`src/hw/audio_pkg.sv`:
```
// sizes, register windows, control layout, opcodes and instruction fields of the audio engine
package audio_pkg;

    localparam int channels    = 8;
    localparam int frames      = 64;
    localparam int code_words  = 256;
    localparam int chan_w      = 3;
    localparam int frame_w     = 6;
    localparam int code_w      = 8;
    localparam int audio_w     = chan_w + frame_w;
    localparam int sample_w    = 16;
    localparam int acc_w       = 40;
    localparam int i2s_divider = 6;
    localparam int div_w       = $clog2(i2s_divider);

    // host_mode in bit 0, host frame above it
    localparam int control_w = frame_w + 1;

    typedef logic [31:0] addr_t;

    // each window is 256 bytes, picked by address bits 15..8
    localparam addr_t base_addr   = 32'h0000_6000;
    localparam addr_t addr_coef   = base_addr + 32'h0000;
    localparam addr_t addr_result = base_addr + 32'h0100;
    localparam addr_t addr_status = base_addr + 32'h0200;
    localparam addr_t addr_reset  = base_addr + 32'h0300;
    localparam addr_t addr_input  = base_addr + 32'h0400;

    typedef enum logic [3:0] {
        op_nop  = 4'h0,
        op_clr  = 4'h1,
        op_mac  = 4'h2,
        op_save = 4'h3,
        op_halt = 4'h4
    } op_e;

    typedef struct packed {
        logic [3:0]          opcode;
        logic [chan_w-1:0]   channel;
        logic [frame_w-1:0]  offset;
        logic [1:0]          rsvd;
        logic                slot;
        logic [sample_w-1:0] coef;
    } instr_t;

endpackage

```
`src/hw/i2s_link_if.sv`:
```
// I2S bit timing bundle with source, transmit and receive views
`timescale 1ns/1ns

interface i2s_link_if;

    logic       en;
    logic       sck;
    logic       ws;
    logic [5:0] posn;

    modport source (output en, output sck, output ws, output posn);

    modport tx (input en, input posn);

    modport rx (input en, input posn);

endinterface

```
`src/hw/i2s_tx.sv`:
```
// I2S transmitter shifting the left and right result words onto sd
`timescale 1ns/1ns

module i2s_tx (
    input  logic                          ck,
    input  logic                          rst_n,
    i2s_link_if.tx                        link,
    input  logic [audio_pkg::sample_w-1:0] left,
    input  logic [audio_pkg::sample_w-1:0] right,
    output logic                          sd
);
    import audio_pkg::*;

    logic [2*sample_w-1:0] shreg;
    logic [5:0]            next_posn;
    logic                  data_bit;

    // sd is set for the position that follows this en
    assign next_posn = link.posn + 6'd1;
    // left word on 1..16, right word on 33..48
    assign data_bit  = (next_posn[4:0] != 5'd0) && (next_posn[4:0] <= 5'd16);

    always_ff @(posedge ck) begin
        if (link.en) begin
            if (data_bit)
                shreg <= {shreg[2*sample_w-2:0], 1'b0};
        end else if (link.posn == 6'd0) begin
            shreg <= {left, right};
        end
    end

    always_ff @(posedge ck or negedge rst_n) begin
        if (!rst_n)
            sd <= 1'b0;
        else if (link.en)
            sd <= data_bit ? shreg[2*sample_w-1] : 1'b0;
    end

endmodule

```
`src/flat_wrapper.sv`:
```
// flat-port wrapper written by rule: the top's interface ports become plain ports
module i2s_tx_flat import audio_pkg::*;
  (ck, rst_n, left, right, sd, link_en, link_posn);
  i2s_link_if link_i ();
  input  logic ck;
  input  logic rst_n;
  input  logic [audio_pkg::sample_w-1:0] left;
  input  logic [audio_pkg::sample_w-1:0] right;
  output logic sd;
  input wire logic [$bits(link_i.en)-1:0] link_en;
  input wire logic [$bits(link_i.posn)-1:0] link_posn;
  assign link_i.en = link_en;
  assign link_i.posn = link_posn;
  i2s_tx u_core (.ck(ck), .rst_n(rst_n), .link(link_i), .left(left), .right(right), .sd(sd));
endmodule
```
`config.mk`:
```
export PLATFORM = sky130hd
export DESIGN_NAME = i2s_tx_flat
export DESIGN_NICKNAME = d
export VERILOG_FILES = /design/src/hw/audio_pkg.sv /design/src/hw/i2s_link_if.sv /design/src/hw/i2s_tx.sv /design/src/flat_wrapper.sv
export SDC_FILE = /design/constraint.sdc
export NUM_CORES = 1
export LEC_CHECK = 0
export BUFFER_PORTS_ARGS = -buffer_cell sky130_fd_sc_hd__buf_2
export CAP_MARGIN = 20
export CORE_AREA = 2 2 85 87
export DETAILED_ROUTE_END_ITERATION = 10
export DIE_AREA = 0 0 87 89
export GPL_TIMING_DRIVEN = 0
export HOLD_SLACK_MARGIN = 0.15
export SETUP_SLACK_MARGIN = 0.15
export SLEW_MARGIN = 20
export SYNTH_ARGS = -nofsm -noshare
export SYNTH_HDL_FRONTEND = slang
export SYNTH_SLANG_ARGS = --single-unit
export TNS_END_PERCENT = 50
```
`constraint.sdc`:
```
create_clock -name ck -period 2.16 [get_ports ck]
set_clock_uncertainty 0.05 [all_clocks]
set_input_delay 0.216 -clock ck [delete_from_list [all_inputs] [get_ports ck]]
set_output_delay 0.216 -clock ck [all_outputs]
set_load 0.05 [all_outputs]
```
### Word-level counts from Yosys, hierarchy flattened

Index checks and enable logic that the tools add are counted.

| cells by class | value |
|---|---|
| add/subtract/negate cells | 1 |
| multipliers | 0 |
| div/mod/pow operators | 0 |
| $lt $le $gt $ge | 1 |
| equal/unequal tests | 1 |
| shifts and indexed selects | 0 |
| muxes and demuxes | 4 |
| bitwise gates (word level) | 0 |
| reductions and logical operators | 5 |

Operator list:

| kind | number |
|---|---|
| 2-to-1 mux 32 bit | 3 |
| logical NOT 6 bit | 1 |
| adder 5 x 1 -> 5 bit (second input constant) | 1 |
| <= comparator 5 bit (second input constant) | 1 |
| nonzero test 5 bit | 1 |
| inequality test 2 x 1 -> 1 bit (second input constant) | 1 |
| AND reduction 2 bit | 1 |
| nonzero test 2 bit | 1 |
| logical AND 1 bit | 1 |
| 2-to-1 mux 1 bit | 1 |

| storage, ports and cells | value |
|---|---|
| flip-flop bits (word level) | 33 |
| bits in latches | 0 |
| bits in writable memories | 0 |
| bits in read-only memories | 0 |
| output and inout bits | 1 |
| logic and storage cells | 14 |
| memories kept | 0 |

### Depth between registers and ports, before layout

| logic depth | value |
|---|---|
| depth in word-level cells | 5 |
| mapped depth | 3 |

### Least setup slack after synthesis

OpenSTA, ideal clock, no wires.

| timing | value |
|---|---|
| path kind | input -> register |
| start point | in link_posn[1] |
| end point | reg u_core.shreg[0], enable pin |
| data arrival time | 2.435 ns |
| required time | 1.668 ns |
| setup slack | -0.767 ns |
| stages on the path | 2 |
| cells stage by stage | or3_1 > o41ai_2 |

| on the way | value |
|---|---|
| cells in the longest elaborated chain, start to end | 5 |
| elaborated cells between the ends (all ways) | 8 |
| classes of those cells | add/sub: 1; order compare: 1; eq/ne: 1; reduce/logical: 5 |

Ends and longest elaborated chain:

| item | line | source |
|---|---|---|
| from (decl) | flat_wrapper.sv:11 | `input wire logic [$bits(link_i.posn)-1:0] link_posn;` |
| adder 5 x 1 -> 5 bit | i2s_tx.sv:19 | `assign next_posn = link.posn + 6'd1;` |
| <= comparator 5 bit / nonzero test 5 bit (equally long branches) | i2s_tx.sv:21 | `assign data_bit = (next_posn[4:0] != 5'd0) && (next_posn[4:0] <= 5'd16);` |
| logical AND 1 bit | i2s_tx.sv:21 |  |
| inequality test 2 x 1 -> 1 bit (no line) | -- |  |
| AND reduction 2 bit (no line) (*) | -- |  |
| to (signal assigned) | i2s_tx.sv:26 | `shreg <= {shreg[2*sample_w-2:0], 1'b0};` |
| to (signal assigned) | i2s_tx.sv:28 | `shreg <= {left, right};` |
| to (decl) | i2s_tx.sv:14 | `logic [2*sample_w-1:0] shreg;` |

Every way passes the cells marked *; elsewhere a longest branch is shown, timed or not.
A chain may end at the register's enable or synchronous reset.

### Worst setup path after layout

| timing | value |
|---|---|
| start point | in link_posn[1] |
| end point | reg u_core.shreg[8], enable pin |

Same word-level chain as after synthesis.

==> impl_metrics.tcl <==
set metrics [dict create \
    yosys-mux-area-fraction 0.296 \
    ios 42 \
    yosys.area_share.xor_xnor 0 \
    syn_to_final_growth_pct 27.2 \
    wl_um 2520 \
    drcViolationCount 0 \
    grt_max_degree 13 \
    gp_congestion 0.629 \
    vias 820 \
    dr.pass1.iters 4 \
    diodes 0 \
    startpoint_type "input port" \
    hp-class "input port to async pin" \
    clk_pin_slew_ns 0.06 \
    synth_compound_area_frac 0.0147 \
    worstPathArrival_ns 1.68 \
    multi_input_area_um2 512 \
    rows 30 \
    drive_gt1_frac 0.672 \
    grt_first_pass_wirelength_um 3840 \
    final_cell_mix "buf_2 (40), edfxtp_1 (32), mux2_4 (28), clkbuf_8 (5), buf_6 (4)" \
    grt_pass1_vias 785 \
    cts.htree.levels 2 \
    cts_max_path_buffers 2 \
    critPathRequiredTime_ns 2.09 \
    cts_sinks 33 \
    syn-cell-area_um2 1530 \
    antenna_left 0 \
    seq_area_frac_synth 0.643 \
    cts_buffers 5 \
    critPathMaxFanout 12 \
    place.port_buffers 40 \
    cts_setup_buffers 0 \
    setup_viol 0 \
    holdWs_ns 0.188 \
    critical_path_class "input port to flop" \
    clk_latency_ns 0.27 \
    period_share 0.814 \
    synth_top_family_by_area "multiplexers" \
    setup-tns-final_ns 0 \
    cts-root-buf "clkbuf_8" \
    track_usage 0.0685 \
    ys.warnings.count 0 \
    die_w_um 87 \
    regArea_um2 986 \
    grt_setup_unrepaired "no" \
    dieArea_um2 7740 \
    nFillCells 688 \
    synth_fa_ha_area_frac 0 \
    slew_viol_final 0 \
    gr-total-overflow 0 \
    yosys.area_share.simple 0.0122 \
    p_leak_nw 0.821 \
    avgSynthCellArea_um2 20.5 \
    dpl.hpwl_um 1800 \
    slew_headroom 0.477 \
    cts_tree "built" \
    chipHeight_um 89 \
    cts.hold.buffers_added 1 \
    yosysUniqueCellTypes 11 \
    maxCapViolations 0 \
    r2r_setup_slack_ns 1.21 \
    post_cts_resized 0 \
    power_density_nw_per_um2 690 \
    initial_core_util 0.228 \
    wl_per_cell_um 12.3 \
    cp-end-kind "flop" \
    post-route-util 0.291 \
    timing.final.crit_period_ns 1.76 \
    max_freq_mhz 569 \
    syn_nets 116 \
    coreArea_um2 6720 \
    antenna_found_initial 0 \
    final_nets 166 \
    vias_per_cell 4.00 \
    total_power_mw 1.35 \
    status "complete, no violations" \
    synth-seq-cells 33 \
    syn-instance-count 75 \
    ir_worst_vdd_uv 179 \
    final_common_cell "buf_2" \
    final_hold_viol_count 0 \
    drt_iter0_markers 71 \
    worst_pin_slew_ns 0.782 \
]
==> state kept, by name, indices dropped and copies added, names as in the netlist <==
register      flops
u_core.shreg     32
u_core.sd         1
==> metrics by stage <==
stage / std cells / worst slack [ns] / area (um2)
5_1_grt: 205 / 0.327 / 1950
3_3_place_gp: 195 / -0.606 / 1850
4_1_cts: 205 / 0.378 / 1950
2_1_floorplan: 75 / -0.0334 / 1550
6_report: 205 / 0.403 / 1950
3_5_place_dp: 197 / 0.107 / 1870
==> final cells by class <==
cell class | instances | share of cell area
tap | 80 | 0.0513
multi-input combinational | 36 | 0.262
inverter | 2 | 0.00385
clock buffer | 6 | 0.0372
buffer | 4 | 0.0231
timing repair buffer | 43 | 0.115
sequential | 33 | 0.505
clock inverter | 1 | 0.00192
==> cell families after synthesis <==
| kind of cell | after synthesis |
|---|---|
| compound gates | 2 |
| mux | 31 |
| flops | 33 |
| simple gates | 3 |
| buf+inv | 6 |
==> worst max-delay path, stage by stage <==
cell and delay, ns:
buf_2 0.09, or3_4 0.39, o41ai_4 0.64, buf_4 0.34
==> metal layers <==
metal	up-vias	wire length (um)	track usage
met4	0	41	0.0298
met1	391	1170	0.0832
met5	-	0	0
li1	389	-	-
met3	7	179	0.0314
met2	33	1130	0.105
==> final timing paths <==
kind                       depth (start not counted)               to              from
max reg2reg                                        1  u_core.shreg[5]   u_core.shreg[4]
min in group ck                                    2  u_core.shreg[9]          right[9]
max                                                4  u_core.shreg[8]      link_posn[1]
max in group asynchronous                          2        u_core.sd             rst_n
min                                                2        u_core.sd             rst_n
min reg2reg                                        2        u_core.sd  u_core.shreg[31]
==> report_power, final <==
group | internal (mW) | total [mW] | switching [mW] | leakage [nW]
sequential | 0.747 | 0.756 | 0.00926 | 0.313
clock | 0.217 | 0.421 | 0.204 | 0.0387
combinational | 0.105 | 0.169 | 0.0637 | 0.469
total | 1.07 | 1.35 | 0.277 | 0.821
==> Yosys cell counts <==
master / instances / share of area
o41ai_2: 1 / 0.011
or3_1: 1 / 0.0041
mux2_2: 3 / 0.022
inv_1: 2 / 0.0049
o22ai_1: 1 / 0.0041
nor2b_1: 1 / 0.0041
mux2_4: 28 / 0.27
nand2b_1: 1 / 0.0041
edfxtp_1: 32 / 0.63
buf_6: 4 / 0.029
dfrtp_1: 1 / 0.016
Note: power is estimated with default switching activity, not from simulation.
