==> config.mk <==
export PLATFORM = sky130hd
export DESIGN_NAME = i2s_rx_flat
export DESIGN_NICKNAME = d
export VERILOG_FILES = /design/src/hw/audio_pkg.sv /design/src/hw/i2s_link_if.sv /design/src/hw/i2s_rx.sv /design/src/flat_wrapper.sv
export SDC_FILE = /design/constraint.sdc
export NUM_CORES = 1
export LEC_CHECK = 0
export BUFFER_PORTS_ARGS = -buffer_cell sky130_fd_sc_hd__buf_4
export CORE_MARGIN = 1.5
export CORE_UTILIZATION = 45
export CTS_BUF_LIST = sky130_fd_sc_hd__clkbuf_8 sky130_fd_sc_hd__clkbuf_16
export DETAILED_ROUTE_END_ITERATION = 8
export GPL_TIMING_DRIVEN = 0
export PLACE_DENSITY = 0.69
export SYNTH_ARGS = -nofsm -noshare
export SYNTH_HDL_FRONTEND = slang
export SYNTH_SLANG_ARGS = --single-unit
==> constraint.sdc <==
create_clock -name ck -period 1.15 [get_ports ck]
set_clock_uncertainty 0.2 [all_clocks]
set_input_delay 0.0575 -clock ck [delete_from_list [all_inputs] [get_ports ck]]
set_output_delay 0.0575 -clock ck [all_outputs]
set_load 0.02 [all_outputs]
==> src/hw/audio_pkg.sv <==
// sizes, register windows, control layout, opcodes and instruction fields of the audio engine
package audio_pkg;

    localparam int channels    = 8;
    localparam int frames      = 64;
    localparam int code_words  = 256;
    localparam int chan_w      = 3;
    localparam int frame_w     = 6;
    localparam int code_w      = 8;
    localparam int audio_w     = chan_w + frame_w;
    localparam int sample_w    = 16;
    localparam int acc_w       = 40;
    localparam int i2s_divider = 6;
    localparam int div_w       = $clog2(i2s_divider);

    // host_mode in bit 0, host frame above it
    localparam int control_w = frame_w + 1;

    typedef logic [31:0] addr_t;

    // each window is 256 bytes, picked by address bits 15..8
    localparam addr_t base_addr   = 32'h0000_6000;
    localparam addr_t addr_coef   = base_addr + 32'h0000;
    localparam addr_t addr_result = base_addr + 32'h0100;
    localparam addr_t addr_status = base_addr + 32'h0200;
    localparam addr_t addr_reset  = base_addr + 32'h0300;
    localparam addr_t addr_input  = base_addr + 32'h0400;

    typedef enum logic [3:0] {
        op_nop  = 4'h0,
        op_clr  = 4'h1,
        op_mac  = 4'h2,
        op_save = 4'h3,
        op_halt = 4'h4
    } op_e;

    typedef struct packed {
        logic [3:0]          opcode;
        logic [chan_w-1:0]   channel;
        logic [frame_w-1:0]  offset;
        logic [1:0]          rsvd;
        logic                slot;
        logic [sample_w-1:0] coef;
    } instr_t;

endpackage

==> src/hw/i2s_link_if.sv <==
// I2S bit timing bundle with source, transmit and receive views
`timescale 1ns/1ns

interface i2s_link_if;

    logic       en;
    logic       sck;
    logic       ws;
    logic [5:0] posn;

    modport source (output en, output sck, output ws, output posn);

    modport tx (input en, input posn);

    modport rx (input en, input posn);

endinterface

==> src/hw/i2s_rx.sv <==
// I2S receiver collecting sd into the left and right microphone words
`timescale 1ns/1ns

module i2s_rx (
    input  logic                          ck,
    input  logic                          rst_n,
    i2s_link_if.rx                        link,
    input  logic                          sd,
    output logic [audio_pkg::sample_w-1:0] left,
    output logic [audio_pkg::sample_w-1:0] right
);
    import audio_pkg::*;

    logic [sample_w-1:0] shreg;
    logic                data_bit;

    // msb at position 1 or 33
    assign data_bit = (link.posn[4:0] != 5'd0) && (link.posn[4:0] <= 5'd16);

    always_ff @(posedge ck) begin
        if (link.en && data_bit)
            shreg <= {shreg[sample_w-2:0], sd};
    end

    always_ff @(posedge ck or negedge rst_n) begin
        if (!rst_n) begin
            left  <= '0;
            right <= '0;
        end else if (link.en) begin
            if (link.posn == 6'd17)
                left <= shreg;
            if (link.posn == 6'd49)
                right <= shreg;
        end
    end

endmodule

==> src/flat_wrapper.sv <==
// flat-port wrapper written by rule: the top's interface ports become plain ports
module i2s_rx_flat import audio_pkg::*;
  (ck, rst_n, sd, left, right, link_en, link_posn);
  i2s_link_if link_i ();
  input  logic ck;
  input  logic rst_n;
  input  logic sd;
  output logic [audio_pkg::sample_w-1:0] left;
  output logic [audio_pkg::sample_w-1:0] right;
  input wire logic [$bits(link_i.en)-1:0] link_en;
  input wire logic [$bits(link_i.posn)-1:0] link_posn;
  assign link_i.en = link_en;
  assign link_i.posn = link_posn;
  i2s_rx u_core (.ck(ck), .rst_n(rst_n), .link(link_i), .sd(sd), .left(left), .right(right));
endmodule
# After elaboration in Yosys (flattened, before gate mapping)
# Cells that the tools add are included.
[classes]
n_eq_ne = 2
n_reduce_logical = 5
order_cmp = 1
[op_table]
columns = ["cell", "count"]
rows = [
  ["6-bit by 5-bit equality test with 1-bit output (second input constant)", 1],
  ["6-bit equality test (second input constant)", 1],
  ["5-bit less-or-equal comparator (second input constant)", 1],
  ["5-bit nonzero test", 1],
  ["2-bit AND reduction", 2],
  ["1-bit logical AND", 2],
]
[totals]
ff_bits = 48
output_inout_bits = 32
word_cells = 11
in_bits = 10

# Depth between registers and ports, before layout
[logic_depth]
ltp_word = 3
ltp_mapped = 4
depth_no_buf = 3

# Worst setup path before layout
# Ideal clock, no wire load.
[synth_timing]
path_type = "input to register"
from = "input port link_posn[1]"
to = "register u_core.shreg[0] (enable)"
required_time_ps = 576
n_path_buf = 0
arrival_time_ps = 970
path_stages = 3
slack_ps = -394
setup_ps = 374
cell_sequence = "nor4_1 -> xnor2_1 -> and2_1"
[synth_via]
elab_chain_cells = 3
elab_cells_between_ends = 4
cone_classes = "1 x order compare; 3 x reduce/logical"
[synth_rtl]
columns = ["element", "line", "rtl"]
rows = [
  ["start, declared", "flat_wrapper.sv:11", "input wire logic [$bits(link_i.posn)-1:0] link_posn;"],
  ["5-bit less-or-equal comparator / 5-bit nonzero test (equally long branches)", "i2s_rx.sv:18", "assign data_bit = (link.posn[4:0] != 5'd0) && (link.posn[4:0] <= 5'd16);"],
  ["1-bit logical AND *", "i2s_rx.sv:18", ""],
  ["1-bit logical AND *", "i2s_rx.sv:21", "if (link.en && data_bit)"],
  ["end signal, assigned", "i2s_rx.sv:22", "shreg <= {shreg[sample_w-2:0], sd};"],
  ["end, declared", "i2s_rx.sv:14", "logic [sample_w-1:0] shreg;"],
]
# Mark *: on every way between the ends. The rest lies on a longest branch, timed or not.
# A chain may end at the register's enable or synchronous reset.

# Final worst setup path
[layout_timing]
from = "input port link_posn[5]"
to = "register u_core.left[14] in the netlist's numbering"
[layout_via]
elab_chain_cells = 2
[layout_rtl]
columns = ["element", "line", "rtl"]
rows = [
  ["6-bit by 5-bit equality test with 1-bit output", "i2s_rx.sv:30", "if (link.posn == 6'd17)"],
  ["2-bit AND reduction (no line)", "-", ""],
  ["end signal, assigned", "i2s_rx.sv:31", "left <= shreg;"],
  ["end, declared", "i2s_rx.sv:9", "output logic [audio_pkg::sample_w-1:0] left,"],
]
# Every way passes these cells.

==> flow_metrics.tcl <==
set metrics [dict create \
    outcome "finished with violations" \
    failed_checks "setup timing" \
    postLayoutCoreUtil 0.653 \
    groute.usage.overall 0.160 \
    dieHeight_um 65.2 \
    antenna_cells 0 \
    crit_arrival_ps 1140 \
    place_ws_ps -625 \
    static_leakage_nw 1.12 \
    worst-setup-path-type "in -> reg" \
    grt_first_pass_wirelength_um 4970 \
    via_per_inst 4.94 \
    power_density_nw_per_um2 1580 \
    power_frac_seq 0.538 \
    class_of_the_worst_hold_path "in -> reg" \
    ant_nets 0 \
    final-max-slew-violation-count 0 \
    floorplan.rows 22 \
    cts_max_level 2 \
    first_pass_iters 4 \
    reg2regPathDepth 2 \
    vias_in_the_first_global_route 1004 \
    place.detailed.hpwl_um 2000 \
    buffer_ports.inserted 41 \
    pin_count 42 \
    post-synth-top-area-fraction 0.459 \
    swShare 0.255 \
    clock_power_share 0.262 \
    post-route-min-period_ps 1150 \
    maxSlewHeadroom 0.734 \
    postSynthNetCount 99 \
    area_growth_syn_to_layout_pct 38.1 \
    totalWireLength_um 3100 \
    clockRootBuffer "sky130_fd_sc_hd__clkbuf_8" \
    synth.yosys.warnings 0 \
    drc_errors 0 \
    worstSetupEndpointType "register" \
    placeableCoreArea_um2 3690 \
    synth-seq-cells 48 \
    initial_core_util 0.473 \
    post_synth_inst_count 89 \
    final_layout_size_suffix_gt1_frac 0.653 \
    rsz_0062_raised_after_global_routing "yes" \
    maxClockFrequency_ghz 0.867 \
    synthArstFlopShare 0.667 \
    synth_edf_count 16 \
    globalRouteMet1Util 0.207 \
    synth.area.top_cells "sky130_fd_sc_hd__dfrtp_1 (46%), sky130_fd_sc_hd__edfxtp_1 (28%), sky130_fd_sc_hd__mux2_2 (21%)" \
    cts_clock_pin_slew_for_the_worst_setup_and_hold_paths_ps 90 \
    insertion_delay_ps 300 \
    crit_path_max_fanout 10 \
    cts-buffers-inserted 5 \
    tightestPinTransition_ps 399 \
    die_area_um2 4260 \
    grt.overflow.total 0 \
    final.setup.worst_slack_ps -4.01 \
    finalInstanceArea_um2 2410 \
    initialDrtViolationCount 25 \
    finalHoldViolations 0 \
    ir_drop_mv 0.945 \
    vias 978 \
    placed_cell_area_um2 2170 \
    cts_max_path_buffers 2 \
    synth_sequential_area_ratio 0.735 \
    power.combinational.fraction 0.200 \
    met2_usage 0.241 \
    setup.worst_path.start_class "primary input" \
    internal-power_w 0.00283 \
    gr-max-usage-layer "met2" \
    met3_usage 0.0685 \
    ys_top_cells_by_count "sky130_fd_sc_hd__dfrtp_1 (32), sky130_fd_sc_hd__mux2_2 (32), sky130_fd_sc_hd__edfxtp_1 (16)" \
    gp_congestion 0.677 \
    synthDominantAreaCellType "sky130_fd_sc_hd__dfrtp_1" \
    synth.lib_cells_used.distinct 10 \
    syn_avg_cell_area_um2 19.6 \
    drv_cap 0 \
    yosys_most_used_dff "sky130_fd_sc_hd__dfrtp_1" \
    required_ps 1140 \
    hold_depth 2 \
    grt_antenna_before_repair 0 \
    hold-worst-slack_ps 13.5 \
    synth_area_um2 1740 \
    fin_nets 159 \
    number_of_setup_violations_in_the_final_report 2 \
    average_wire_per_cell_in_the_routed_design_um 15.6 \
    die_x_um 65.2 \
    tritoncts "yes" \
    switching_power_w 0.000970 \
    cts_sinks 48 \
    timing.final.crit_share 1.00 \
    grt_start_max_net_pins 33 \
]
## worst paths after layout
kind                                    endpoint  slack, ps       startpoint
worst max-delay path             u_core.left[14]         -4     link_posn[5]
worst min-delay path            u_core.shreg[10]         10          link_en
worst max register to register   u_core.right[5]         30  u_core.right[5]
worst min register to register   u_core.shreg[7]        280  u_core.shreg[6]
max in group asynchronous         u_core.left[2]        430            rst_n
min in group asynchronous        u_core.right[8]         20            rst_n
## worst max-delay path: stages
cell and delay, ps:
sky130_fd_sc_hd__buf_6 90, sky130_fd_sc_hd__nand4b_1 210, sky130_fd_sc_hd__nor4_4 230, sky130_fd_sc_hd__buf_6 200, sky130_fd_sc_hd__mux2_2 350
## metal layers
layer / vias to the layer above / wire length [µm]
met2: 25 / 1600
met1: 504 / 1310
li1: 446 / -
met3: 3 / 156
met5: - / 0
met4: 0 / 29
## per-stage QoR
step / TNS (ps) / power [W] / instances
global placement: -20500 / 0.00274 / 178
CTS: -706 / 0.00379 / 191
detailed placement: -21830 / 0.00276 / 178
global route: -484 / 0.00400 / 198
floorplan: -7580 / 0.00242 / 89
finish: -5.38 / 0.00380 / 198
## cell usage in the layout, fill, tap and decap left out, drive strengths merged
master       Yosys  layout
xnor2            1       1
dfrtp           32      32
clkbuf           0       6
nand4b           1       1
nor4             3       3
dlygate4sd3      0       2
buf              2      52
mux2            32      32
edfxtp          16      16
and2             1       2
nand4            1       1
clkinv           0       2
## sequential cells by signal, indices dropped and copies added, names as in the netlist
register	count
u_core.right	16
u_core.left	16
u_core.shreg	16
## power by group through the flow
| stage | Clock [W] | Combinational [W] | Sequential, W |
|---|---|---|---|
| 3_3_place_gp | 0 | 0.000671 | 0.00207 |
| 5_1_grt | 0.00113 | 0.000804 | 0.00207 |
| 3_5_place_dp | 0 | 0.000681 | 0.00208 |
| 2_1_floorplan | 0 | 0.000176 | 0.00224 |
| 4_1_cts | 0.00103 | 0.000709 | 0.00205 |
| 6_report | 0.000997 | 0.000759 | 0.00205 |
## repair_timing
| item | CTS | global route |
|---|---|---|
| setup buffers | 3 | 6 |
| endpoints found under the setup margin | 32 | 47 |
| gates cloned | 0 | 1 |
| hold endpoints to repair | 33 | 0 |
| pin swaps | 2 | 3 |
| hold buffers | 2 | 0 |
| resized for setup | 8 | 6 |
## kinds of logic (layout without fill, tap and decap cells)
kind of cell / count (synthesis) / after routing / share of synthesized area
flops: 48 / 48 / 0.735
mux: 32 / 32 / 0.207
simple gates: 6 / 7 / 0.0402
buf+inv: 2 / 62 / 0.0129
xor+xnor: 1 / 1 / 0.00503
## area by class of cell
class | count | area (µm²)
Timing Repair Buffer | 52 | 414
Fill cell | 284 | 1280
Buffer | 2 | 22.5
Clock inverter | 2 | 10.0
Multi-Input combinational cell | 40 | 537
Clock buffer | 6 | 82.6
Sequential cell | 48 | 1280
Tap cell | 48 | 60.1
Note: power is estimated with default switching activity, not from simulation.
