<file path="src/hw/audio_pkg.sv">
// sizes, register windows, control layout, opcodes and instruction fields of the audio engine
package audio_pkg;

    localparam int channels    = 8;
    localparam int frames      = 64;
    localparam int code_words  = 256;
    localparam int chan_w      = 3;
    localparam int frame_w     = 6;
    localparam int code_w      = 8;
    localparam int audio_w     = chan_w + frame_w;
    localparam int sample_w    = 16;
    localparam int acc_w       = 40;
    localparam int i2s_divider = 6;
    localparam int div_w       = $clog2(i2s_divider);

    // host_mode in bit 0, host frame above it
    localparam int control_w = frame_w + 1;

    typedef logic [31:0] addr_t;

    // each window is 256 bytes, picked by address bits 15..8
    localparam addr_t base_addr   = 32'h0000_6000;
    localparam addr_t addr_coef   = base_addr + 32'h0000;
    localparam addr_t addr_result = base_addr + 32'h0100;
    localparam addr_t addr_status = base_addr + 32'h0200;
    localparam addr_t addr_reset  = base_addr + 32'h0300;
    localparam addr_t addr_input  = base_addr + 32'h0400;

    typedef enum logic [3:0] {
        op_nop  = 4'h0,
        op_clr  = 4'h1,
        op_mac  = 4'h2,
        op_save = 4'h3,
        op_halt = 4'h4
    } op_e;

    typedef struct packed {
        logic [3:0]          opcode;
        logic [chan_w-1:0]   channel;
        logic [frame_w-1:0]  offset;
        logic [1:0]          rsvd;
        logic                slot;
        logic [sample_w-1:0] coef;
    } instr_t;

endpackage

</file>
<file path="src/hw/sequencer.sv">
// program sequencer with fetch, audio read, multiply-accumulate and saturating save
`timescale 1ns/1ns

module sequencer (
    input  logic                           ck,
    input  logic                           rst_n,
    input  logic                           start,
    input  logic [audio_pkg::frame_w-1:0]  frame,
    output logic [audio_pkg::code_w-1:0]   coef_addr,
    input  logic [31:0]                    coef_data,
    output logic [audio_pkg::audio_w-1:0]  audio_addr,
    input  logic [audio_pkg::sample_w-1:0] audio_data,
    output logic                           out_slot,
    output logic [audio_pkg::sample_w-1:0] out_sample,
    output logic                           out_we,
    output logic                           done,
    output logic                           error,
    output logic [31:0]                    capture
);
    import audio_pkg::*;

    logic                         run;
    logic [code_w-1:0]            pc;
    logic                         a_valid;
    logic                         a_last;
    instr_t                       a_instr;
    logic                         e_valid;
    logic                         e_last;
    instr_t                       e_instr;
    logic                         is_halt;
    logic                         is_bad;
    logic signed [2*sample_w-1:0] product;
    logic signed [acc_w-1:0]      acc;
    logic                         sv_valid;
    logic                         sv_slot;
    logic signed [acc_w-1:0]      sv_acc;

    // acc >>> 15 clipped to the signed sample range
    function automatic logic [sample_w-1:0] saturate(input logic signed [acc_w-1:0] a);
        logic signed [acc_w-16:0] s;
        s = a[acc_w-1:15];
        if (s > 32767)
            return 16'h7fff;
        if (s < -32768)
            return 16'h8000;
        return s[sample_w-1:0];
    endfunction

    assign coef_addr = pc;

    // audio read stage, sample at frame minus offset
    assign a_instr    = instr_t'(coef_data);
    assign audio_addr = {a_instr.channel, frame - a_instr.offset};

    assign product = $signed(e_instr.coef) * $signed(audio_data);

    always_comb begin
        is_halt = 1'b0;
        is_bad  = 1'b0;
        case (op_e'(e_instr.opcode))
            op_nop, op_clr, op_mac, op_save: is_bad = e_last;
            op_halt:                         is_halt = 1'b1;
            default:                         is_bad = 1'b1;
        endcase
    end

    always_ff @(posedge ck or negedge rst_n) begin
        if (!rst_n) begin
            run      <= 1'b0;
            pc       <= '0;
            a_valid  <= 1'b0;
            a_last   <= 1'b0;
            e_valid  <= 1'b0;
            e_last   <= 1'b0;
            acc      <= '0;
            done     <= 1'b0;
            error    <= 1'b0;
            sv_valid <= 1'b0;
            out_we   <= 1'b0;
            capture  <= '0;
        end else if (start) begin
            run      <= 1'b1;
            pc       <= '0;
            a_valid  <= 1'b0;
            e_valid  <= 1'b0;
            acc      <= '0;
            done     <= 1'b0;
            error    <= 1'b0;
            sv_valid <= 1'b0;
            out_we   <= 1'b0;
        end else begin
            a_valid  <= run;
            a_last   <= (pc == '1);
            e_valid  <= a_valid;
            e_last   <= a_last;
            sv_valid <= e_valid && (e_instr.opcode == op_save);
            out_we   <= sv_valid;
            if (sv_valid)
                capture <= sv_acc[31:0];
            if (run) begin
                pc <= pc + 1'b1;
                // word 255 is the last one fetched
                if (pc == '1)
                    run <= 1'b0;
            end
            if (e_valid) begin
                if (e_instr.opcode == op_clr)
                    acc <= '0;
                if (e_instr.opcode == op_mac)
                    acc <= acc + product;
                if (is_halt)
                    done <= 1'b1;
                if (is_bad)
                    error <= 1'b1;
                // drop whatever is still in flight
                if (is_halt || is_bad) begin
                    run     <= 1'b0;
                    a_valid <= 1'b0;
                    e_valid <= 1'b0;
                end
            end
        end
    end

    always_ff @(posedge ck) begin
        e_instr    <= a_instr;
        sv_acc     <= acc;
        sv_slot    <= e_instr.slot;
        out_slot   <= sv_slot;
        out_sample <= saturate(sv_acc);
    end

    done_error_exclusive: assert property (
        @(posedge ck) disable iff (!rst_n)
        !(done && error)
    );

endmodule

</file>
<file path="config.mk">
export PLATFORM = sky130hd
export DESIGN_NAME = sequencer
export DESIGN_NICKNAME = d
export VERILOG_FILES = /design/src/hw/audio_pkg.sv /design/src/hw/sequencer.sv
export SDC_FILE = /design/constraint.sdc
export NUM_CORES = 1
export LEC_CHECK = 0
export BUFFER_PORTS_ARGS = -buffer_cell sky130_fd_sc_hd__buf_2
export CAP_MARGIN = 5
export CELL_PAD_IN_SITES_DETAIL_PLACEMENT = 1
export CELL_PAD_IN_SITES_GLOBAL_PLACEMENT = 1
export CORE_UTILIZATION = 54
export CTS_BUF_LIST = sky130_fd_sc_hd__clkbuf_8
export CTS_CLUSTER_DIAMETER = 40
export CTS_CLUSTER_SIZE = 8
export DETAILED_ROUTE_END_ITERATION = 16
export PLACE_DENSITY_LB_ADDON = 0.1
export SLEW_MARGIN = 30
export SYNTH_ARGS = -nofsm -noshare
export SYNTH_HDL_FRONTEND = slang
export SYNTH_SLANG_ARGS = --single-unit
export TNS_END_PERCENT = 1
</file>
<file path="constraint.sdc">
create_clock -name ck -period 9.9 [get_ports ck]
set_input_delay 0.495 -clock ck [delete_from_list [all_inputs] [get_ports ck]]
set_output_delay 0.495 -clock ck [all_outputs]
set_load 0.05 [all_outputs]
</file>
* Word level (Yosys, flattened, before mapping)
Cells that the tools add are included.
Widths: inputs -> output; s select.
** Storage, ports and cells
- Bits in registers :: 168
- Latch bits :: 0
- RAM bits :: 0
- Memory bits (read-only) :: 0
- Input bits :: 57
- Output and inout bits :: 69
- Logic and storage cells :: 78
- Memories :: 0
** Cells by class
- Add/subtract/negate cells :: 3
- $mul :: 1
- Div/mod/pow operators :: 0
- Magnitude comparators :: 2
- Equality and inequality tests :: 5
- Shift operators :: 0
- Muxes and demuxes :: 34
- Bitwise gates (word level) :: 1
- Reduce and logical (&&, ||, !) cells :: 13
** Operators with widths (number)
- $mux 40 :: 4
- $mux 16 :: 4
- $add 40x32->40 :: 1
- $mul 16x16->32 :: 1
- $gt 25x16->1 const B :: 1
- $lt 25x16->1 const B :: 1
- $mux 1 :: 23
- $mux 8 :: 2
- $add 8x1->8 const B :: 1
- $eq 4x2->1 const B :: 2
- $eq 8x8->1 const B :: 1
- $reduce_and 2->1 :: 4
- $reduce_bool 2->1 :: 4
- $sub 6x6->6 :: 1
- $eq 4x1->1 const B :: 1
- $eq 4x3->1 const B :: 1
- $logic_not 4->1 :: 1
- $reduce_or 4->1 :: 1
- $reduce_bool 3->1 :: 1
- $pmux 1 s2 :: 1
- $logic_and 1x1->1 :: 1
- $logic_or 1x1->1 :: 1
- $not 1->1 :: 1

* Logic depth before layout (Yosys ltp)
- Word-level depth :: 7
- Depth in mapped cells :: 23
- Gate-level depth less buffers :: 23

* Worst setup path after synthesis
OpenSTA, ideal clock, no wires.
- Path type :: input to register
- Start :: input port audio_data[1] (netlist bit)
- End :: register acc[37]
- Library setup time :: 0.127 ns
- Arrival :: 6.396 ns
- Data required time :: 9.773 ns
- Setup slack :: 3.377 ns
- Stages on the path :: 23
- Path through :: clkbuf_1 -> nand2_1 -> inv_1 -> fa_1 -> fa_1 -> inv_1 -> fa_1 -> fa_1 -> inv_1 -> fa_1 -> inv_1 -> fa_1 -> inv_1 -> ha_1 -> buf_2 -> a21oi_1 -> o21a_1 -> o21ai_0 -> or3_1 -> or3_4 -> a2111oi_4 -> or4_1 -> nand3_1
** On the way
- Cells in the longest elaborated chain, start to end :: 5
** RTL lines
- from (decl) :: line sequencer.sv:12 : input logic [audio_pkg::sample_w-1:0] audio_data,
- $mul 16x16->32 :: line sequencer.sv:55 : assign product = $signed(e_instr.coef) * $signed(audio_data);
- $add 40x32->40 :: line sequencer.sv:110 : acc <= acc + product;
- $mux 40 :: line sequencer.sv:109 : if (e_instr.opcode == op_mac)
- $mux 40 :: line sequencer.sv:106 : if (e_valid) begin
- $mux 40 :: line sequencer.sv:81 : end else if (start) begin
- to (signal assigned) :: line sequencer.sv:110
- to (decl) :: line sequencer.sv:33 : logic signed [acc_w-1:0] acc;
Every way passes these cells. The select of a mux whose other input is x is not followed.
A chain may end at the register's enable or synchronous reset.

* Worst setup path in the final report
- Start :: register e_instr[15] (netlist bit)
- End :: register acc[37]
** On the way
- Cells in the longest elaborated chain, start to end :: 5
** RTL lines
- from (decl) :: line sequencer.sv:29 : instr_t e_instr;
- from (signal assigned) :: line sequencer.sv:126 : e_instr <= a_instr;
- $mul 16x16->32 :: line sequencer.sv:55
- $add 40x32->40 :: line sequencer.sv:110
- $mux 40 :: line sequencer.sv:109
- $mux 40 :: line sequencer.sv:106
- $mux 40 :: line sequencer.sv:81
Every way passes these cells. The select of a mux whose other input is x is not followed.

==> metrics <==
Yosys top cell area share=between 30% and 40%; grt ovf=0; total track usage=between 20 and 30%; drt drc=0; post-CTS setup buffer count=0; I/O pins=roughly 130; final wirelength=between 40000 and 50000 um; Max Cap Viol=0; Setup violations, final=0; Post-Syn Instances=around 1800; Root Buffer=clkbuf_8; H-tree depth=4; crit path cell chain=nand2_1, inv_1, fa_1, fa_1, inv_1, fa_1, fa_1, inv_1, fa_1, inv_1, fa_1, inv_1, ha_1, a21oi_1, o21a_1, o21ai_0, or3_1, or3_4, a2111oi_4, or4_1, nand3_1; CTS clk-pin slew, worst paths=around 0.10 ns; number of enable flip-flop cells after synthesis=0; DR iter-0 viols=around 480; Pins Over Slew Limit=0; die width=between 150 and 200 um; hold path depth=1; Initial Utilization=54.72%; clock tree sinks=168; Max Freq=roughly 140 MHz; number of port buffers=between 100 and 150; Final min period=between 7 and 8 ns; Setup crit start kind=flip-flop; relative slew slack=about two fifths; slowest CP cell=dfxtp_1; Hold Vio Cnt, Final=0; status=finished clean; layout cells sized above 1=10.88%; first-pass GRT wire length=between 70000 and 80000 um; top area cells in the synthesized netlist=fa_1 37%, dfrtp_1 13%, inv_1 9.0%, dfxtp_1 8.9%, ha_1 8.5%; register area share after synthesis=a little over a fifth; clk_lat worst skew=approximately 0.47 ns; HPWL after DPL=between 30000 and 40000 um; top-count cell post-synth=inv_1; FFs w/ async S/R, synth=52.98%; die area=about 34000 um^2; Worst-Margin Slew=0.8997 ns; antenna-violating nets left=0; synthesized area per cell=between 10 and 15 um^2; DR vias=between 10000 and 15000; antenna violations before repair=0; number of diodes=0; gpl congestion=about 0.88; Synth Register Bits=roughly 170; WL per Instance=approximately 19 um; number of detailed-route iterations in the first pass=5; CTS buffer count=17; worst min path class=in -> reg; commonest cells in the netlist=426 x inv_1, 331 x fa_1, 175 x nand2_1; Max FO, Critical Path=16; crit path capture type=flip-flop; reg2reg path depth=21; Setup CP Type=reg -> reg; largest net degree at the start of global routing=80; fin crit share=about 73%; vias in the first global route=around 14000; CTS tree=yes; via/cell ratio=approximately 5.3; arrival time worst endpoint=between 7 and 8 ns; post-synth top area cell=fa_1; most used cell, CP=fa_1; Post-Syn Area=17760 um^2; Area growth, synth to finish=8.306%; setup_tns=0 ns; CTS Buffer Depth=2; Post-CTS Resized=0; Final nets=between 2000 and 2500; RSZ-0062 raised after global routing=false; max incr delay on CP=between 0.7 and 0.8 ns; post-synthesis net count=2276; site row count=66; Yosys warning count=0; Critical Path RT=between 10 and 15 ns; setup clock skew after layout=between 0.02 and 0.025 ns; die height=183.4 um; core box area=32450 um^2; unique cell type count in the Yosys netlist=61; Synth Flop Type=dfrtp_1
critical path: cells and delay by family, from the launching register on:
| kind | cells | cell delay [ns] |
|---|---|---|
| compound gates | 4 | 0.81 |
| fa+ha+maj | 7 | 3.80 |
| buf+inv | 5 | 0.52 |
| flops | 1 | 0.74 |
| simple gates | 5 | 1.19 |
cell families (layout without fill, tap and decap cells):
| logic type | count (synthesis) | in the layout | share of synthesized area (%) |
|---|---|---|---|
| compound gates | 176 | 176 | 6.693 |
| xor+xnor | 46 | 46 | 2.269 |
| fa+ha+maj | 452 | 452 | 45.84 |
| buf+inv | 485 | 584 | 10.34 |
| flops | 168 | 168 | 21.45 |
| mux | 35 | 35 | 2.205 |
| simple gates | 405 | 405 | 11.21 |
routing by layer:
metal	up-vias	track usage (%)	routed length (um)
met5	-	0	0
met4	0	6.600	639
met3	45	3.038	830
met2	141	53.67	25030
met1	6583	32.26	16580
li1	5498	-	-
cells in the final DEF (no fill, tap or decap), types with 3 or more instances in the layout:
master     instances
dfxtp_1           79
and2_1           118
a32o_1             3
o21ai_0           43
a21o_1            29
a21oi_1           35
a22o_1             7
buf_4              7
or3_1              6
nor2_1            44
bufinv_16          4
buf_2            116
fa_1             331
o21ai_1            3
xor2_1            20
nand4_1            9
or4_1              4
dfrtp_1           89
nor3b_1            3
ha_1             121
a31oi_1            5
nand2_1          175
o21a_1             5
inv_6              5
a211oi_1           6
and3_1             6
a211o_1            3
nor3_1             9
xnor2_1           26
mux2_2            33
inv_1            426
o21bai_1           7
o31ai_1            4
nand2b_1           8
nand3_1           10
clkbuf_8          19
o211ai_1           8
per-stage QoR:
stage | setup slack (ns) | hold WS [ns] | instances | util, % | instance area [um^2]
2_1_floorplan | 3.377 | 0.1994 | 1767 | - | 17760
6_report | 2.684 | 0.1161 | 2308 | 59.27 | 19230
4_1_cts | 2.632 | 0.08502 | 2308 | 59.27 | 19230
3_5_place_dp | 2.642 | 0.3143 | 2275 | 57.81 | 18760
3_3_place_gp | 2.802 | 0.3097 | 2274 | 57.71 | 18730
5_1_grt | 2.207 | 0.07962 | 2308 | 59.27 | 19230
timing repair:
action / CTS / global route
setup endpoints to repair: 0 / 0
hold buffers: 1 / 0
hold endpoints to repair: 10 / 0
path summary, 6_finish.rpt:
path / start / to / slack, ns
worst max-delay path: e_instr[15]$_DFF_P_ / acc[37]$_DFFE_PN0P_ / 2.68
worst min-delay path: coef_data[5] / e_instr[5]$_DFF_P_ / 0.12
worst min register to register: e_instr[16]$_DFF_P_ / sv_slot$_DFF_P_ / 0.33
min in group asynchronous: rst_n / coef_addr[4]$_DFFE_PN0P_ / 0.38
worst max register to register: e_instr[15]$_DFF_P_ / acc[37]$_DFFE_PN0P_ / 2.68
max in group asynchronous: rst_n / capture[12]$_DFFE_PN0P_ / 8.56
sequential cells by signal, summed over array words and instances, names as in the netlist:
register,flops
sv_valid,1
sv_acc,40
error,1
out_we,1
sv_slot,1
a_valid,1
coef_addr,8
e_last,1
e_valid,1
e_instr,21
run,1
out_sample,16
out_slot,1
acc,40
capture,32
a_last,1
done,1
cell type report:
cell class                 count  area [um^2]
clock buffer                  19        261.5
fill                        3650        13220
inverter                     426         1599
timing repair buffer         126        681.9
tap                          442        553.0
multi-input combinational   1114        12130
sequential                   168         3809
clock inverter                13        201.4
Power is not shown: default switching activity piles up to over one toggle a cycle in this logic, so the estimate is an artifact.
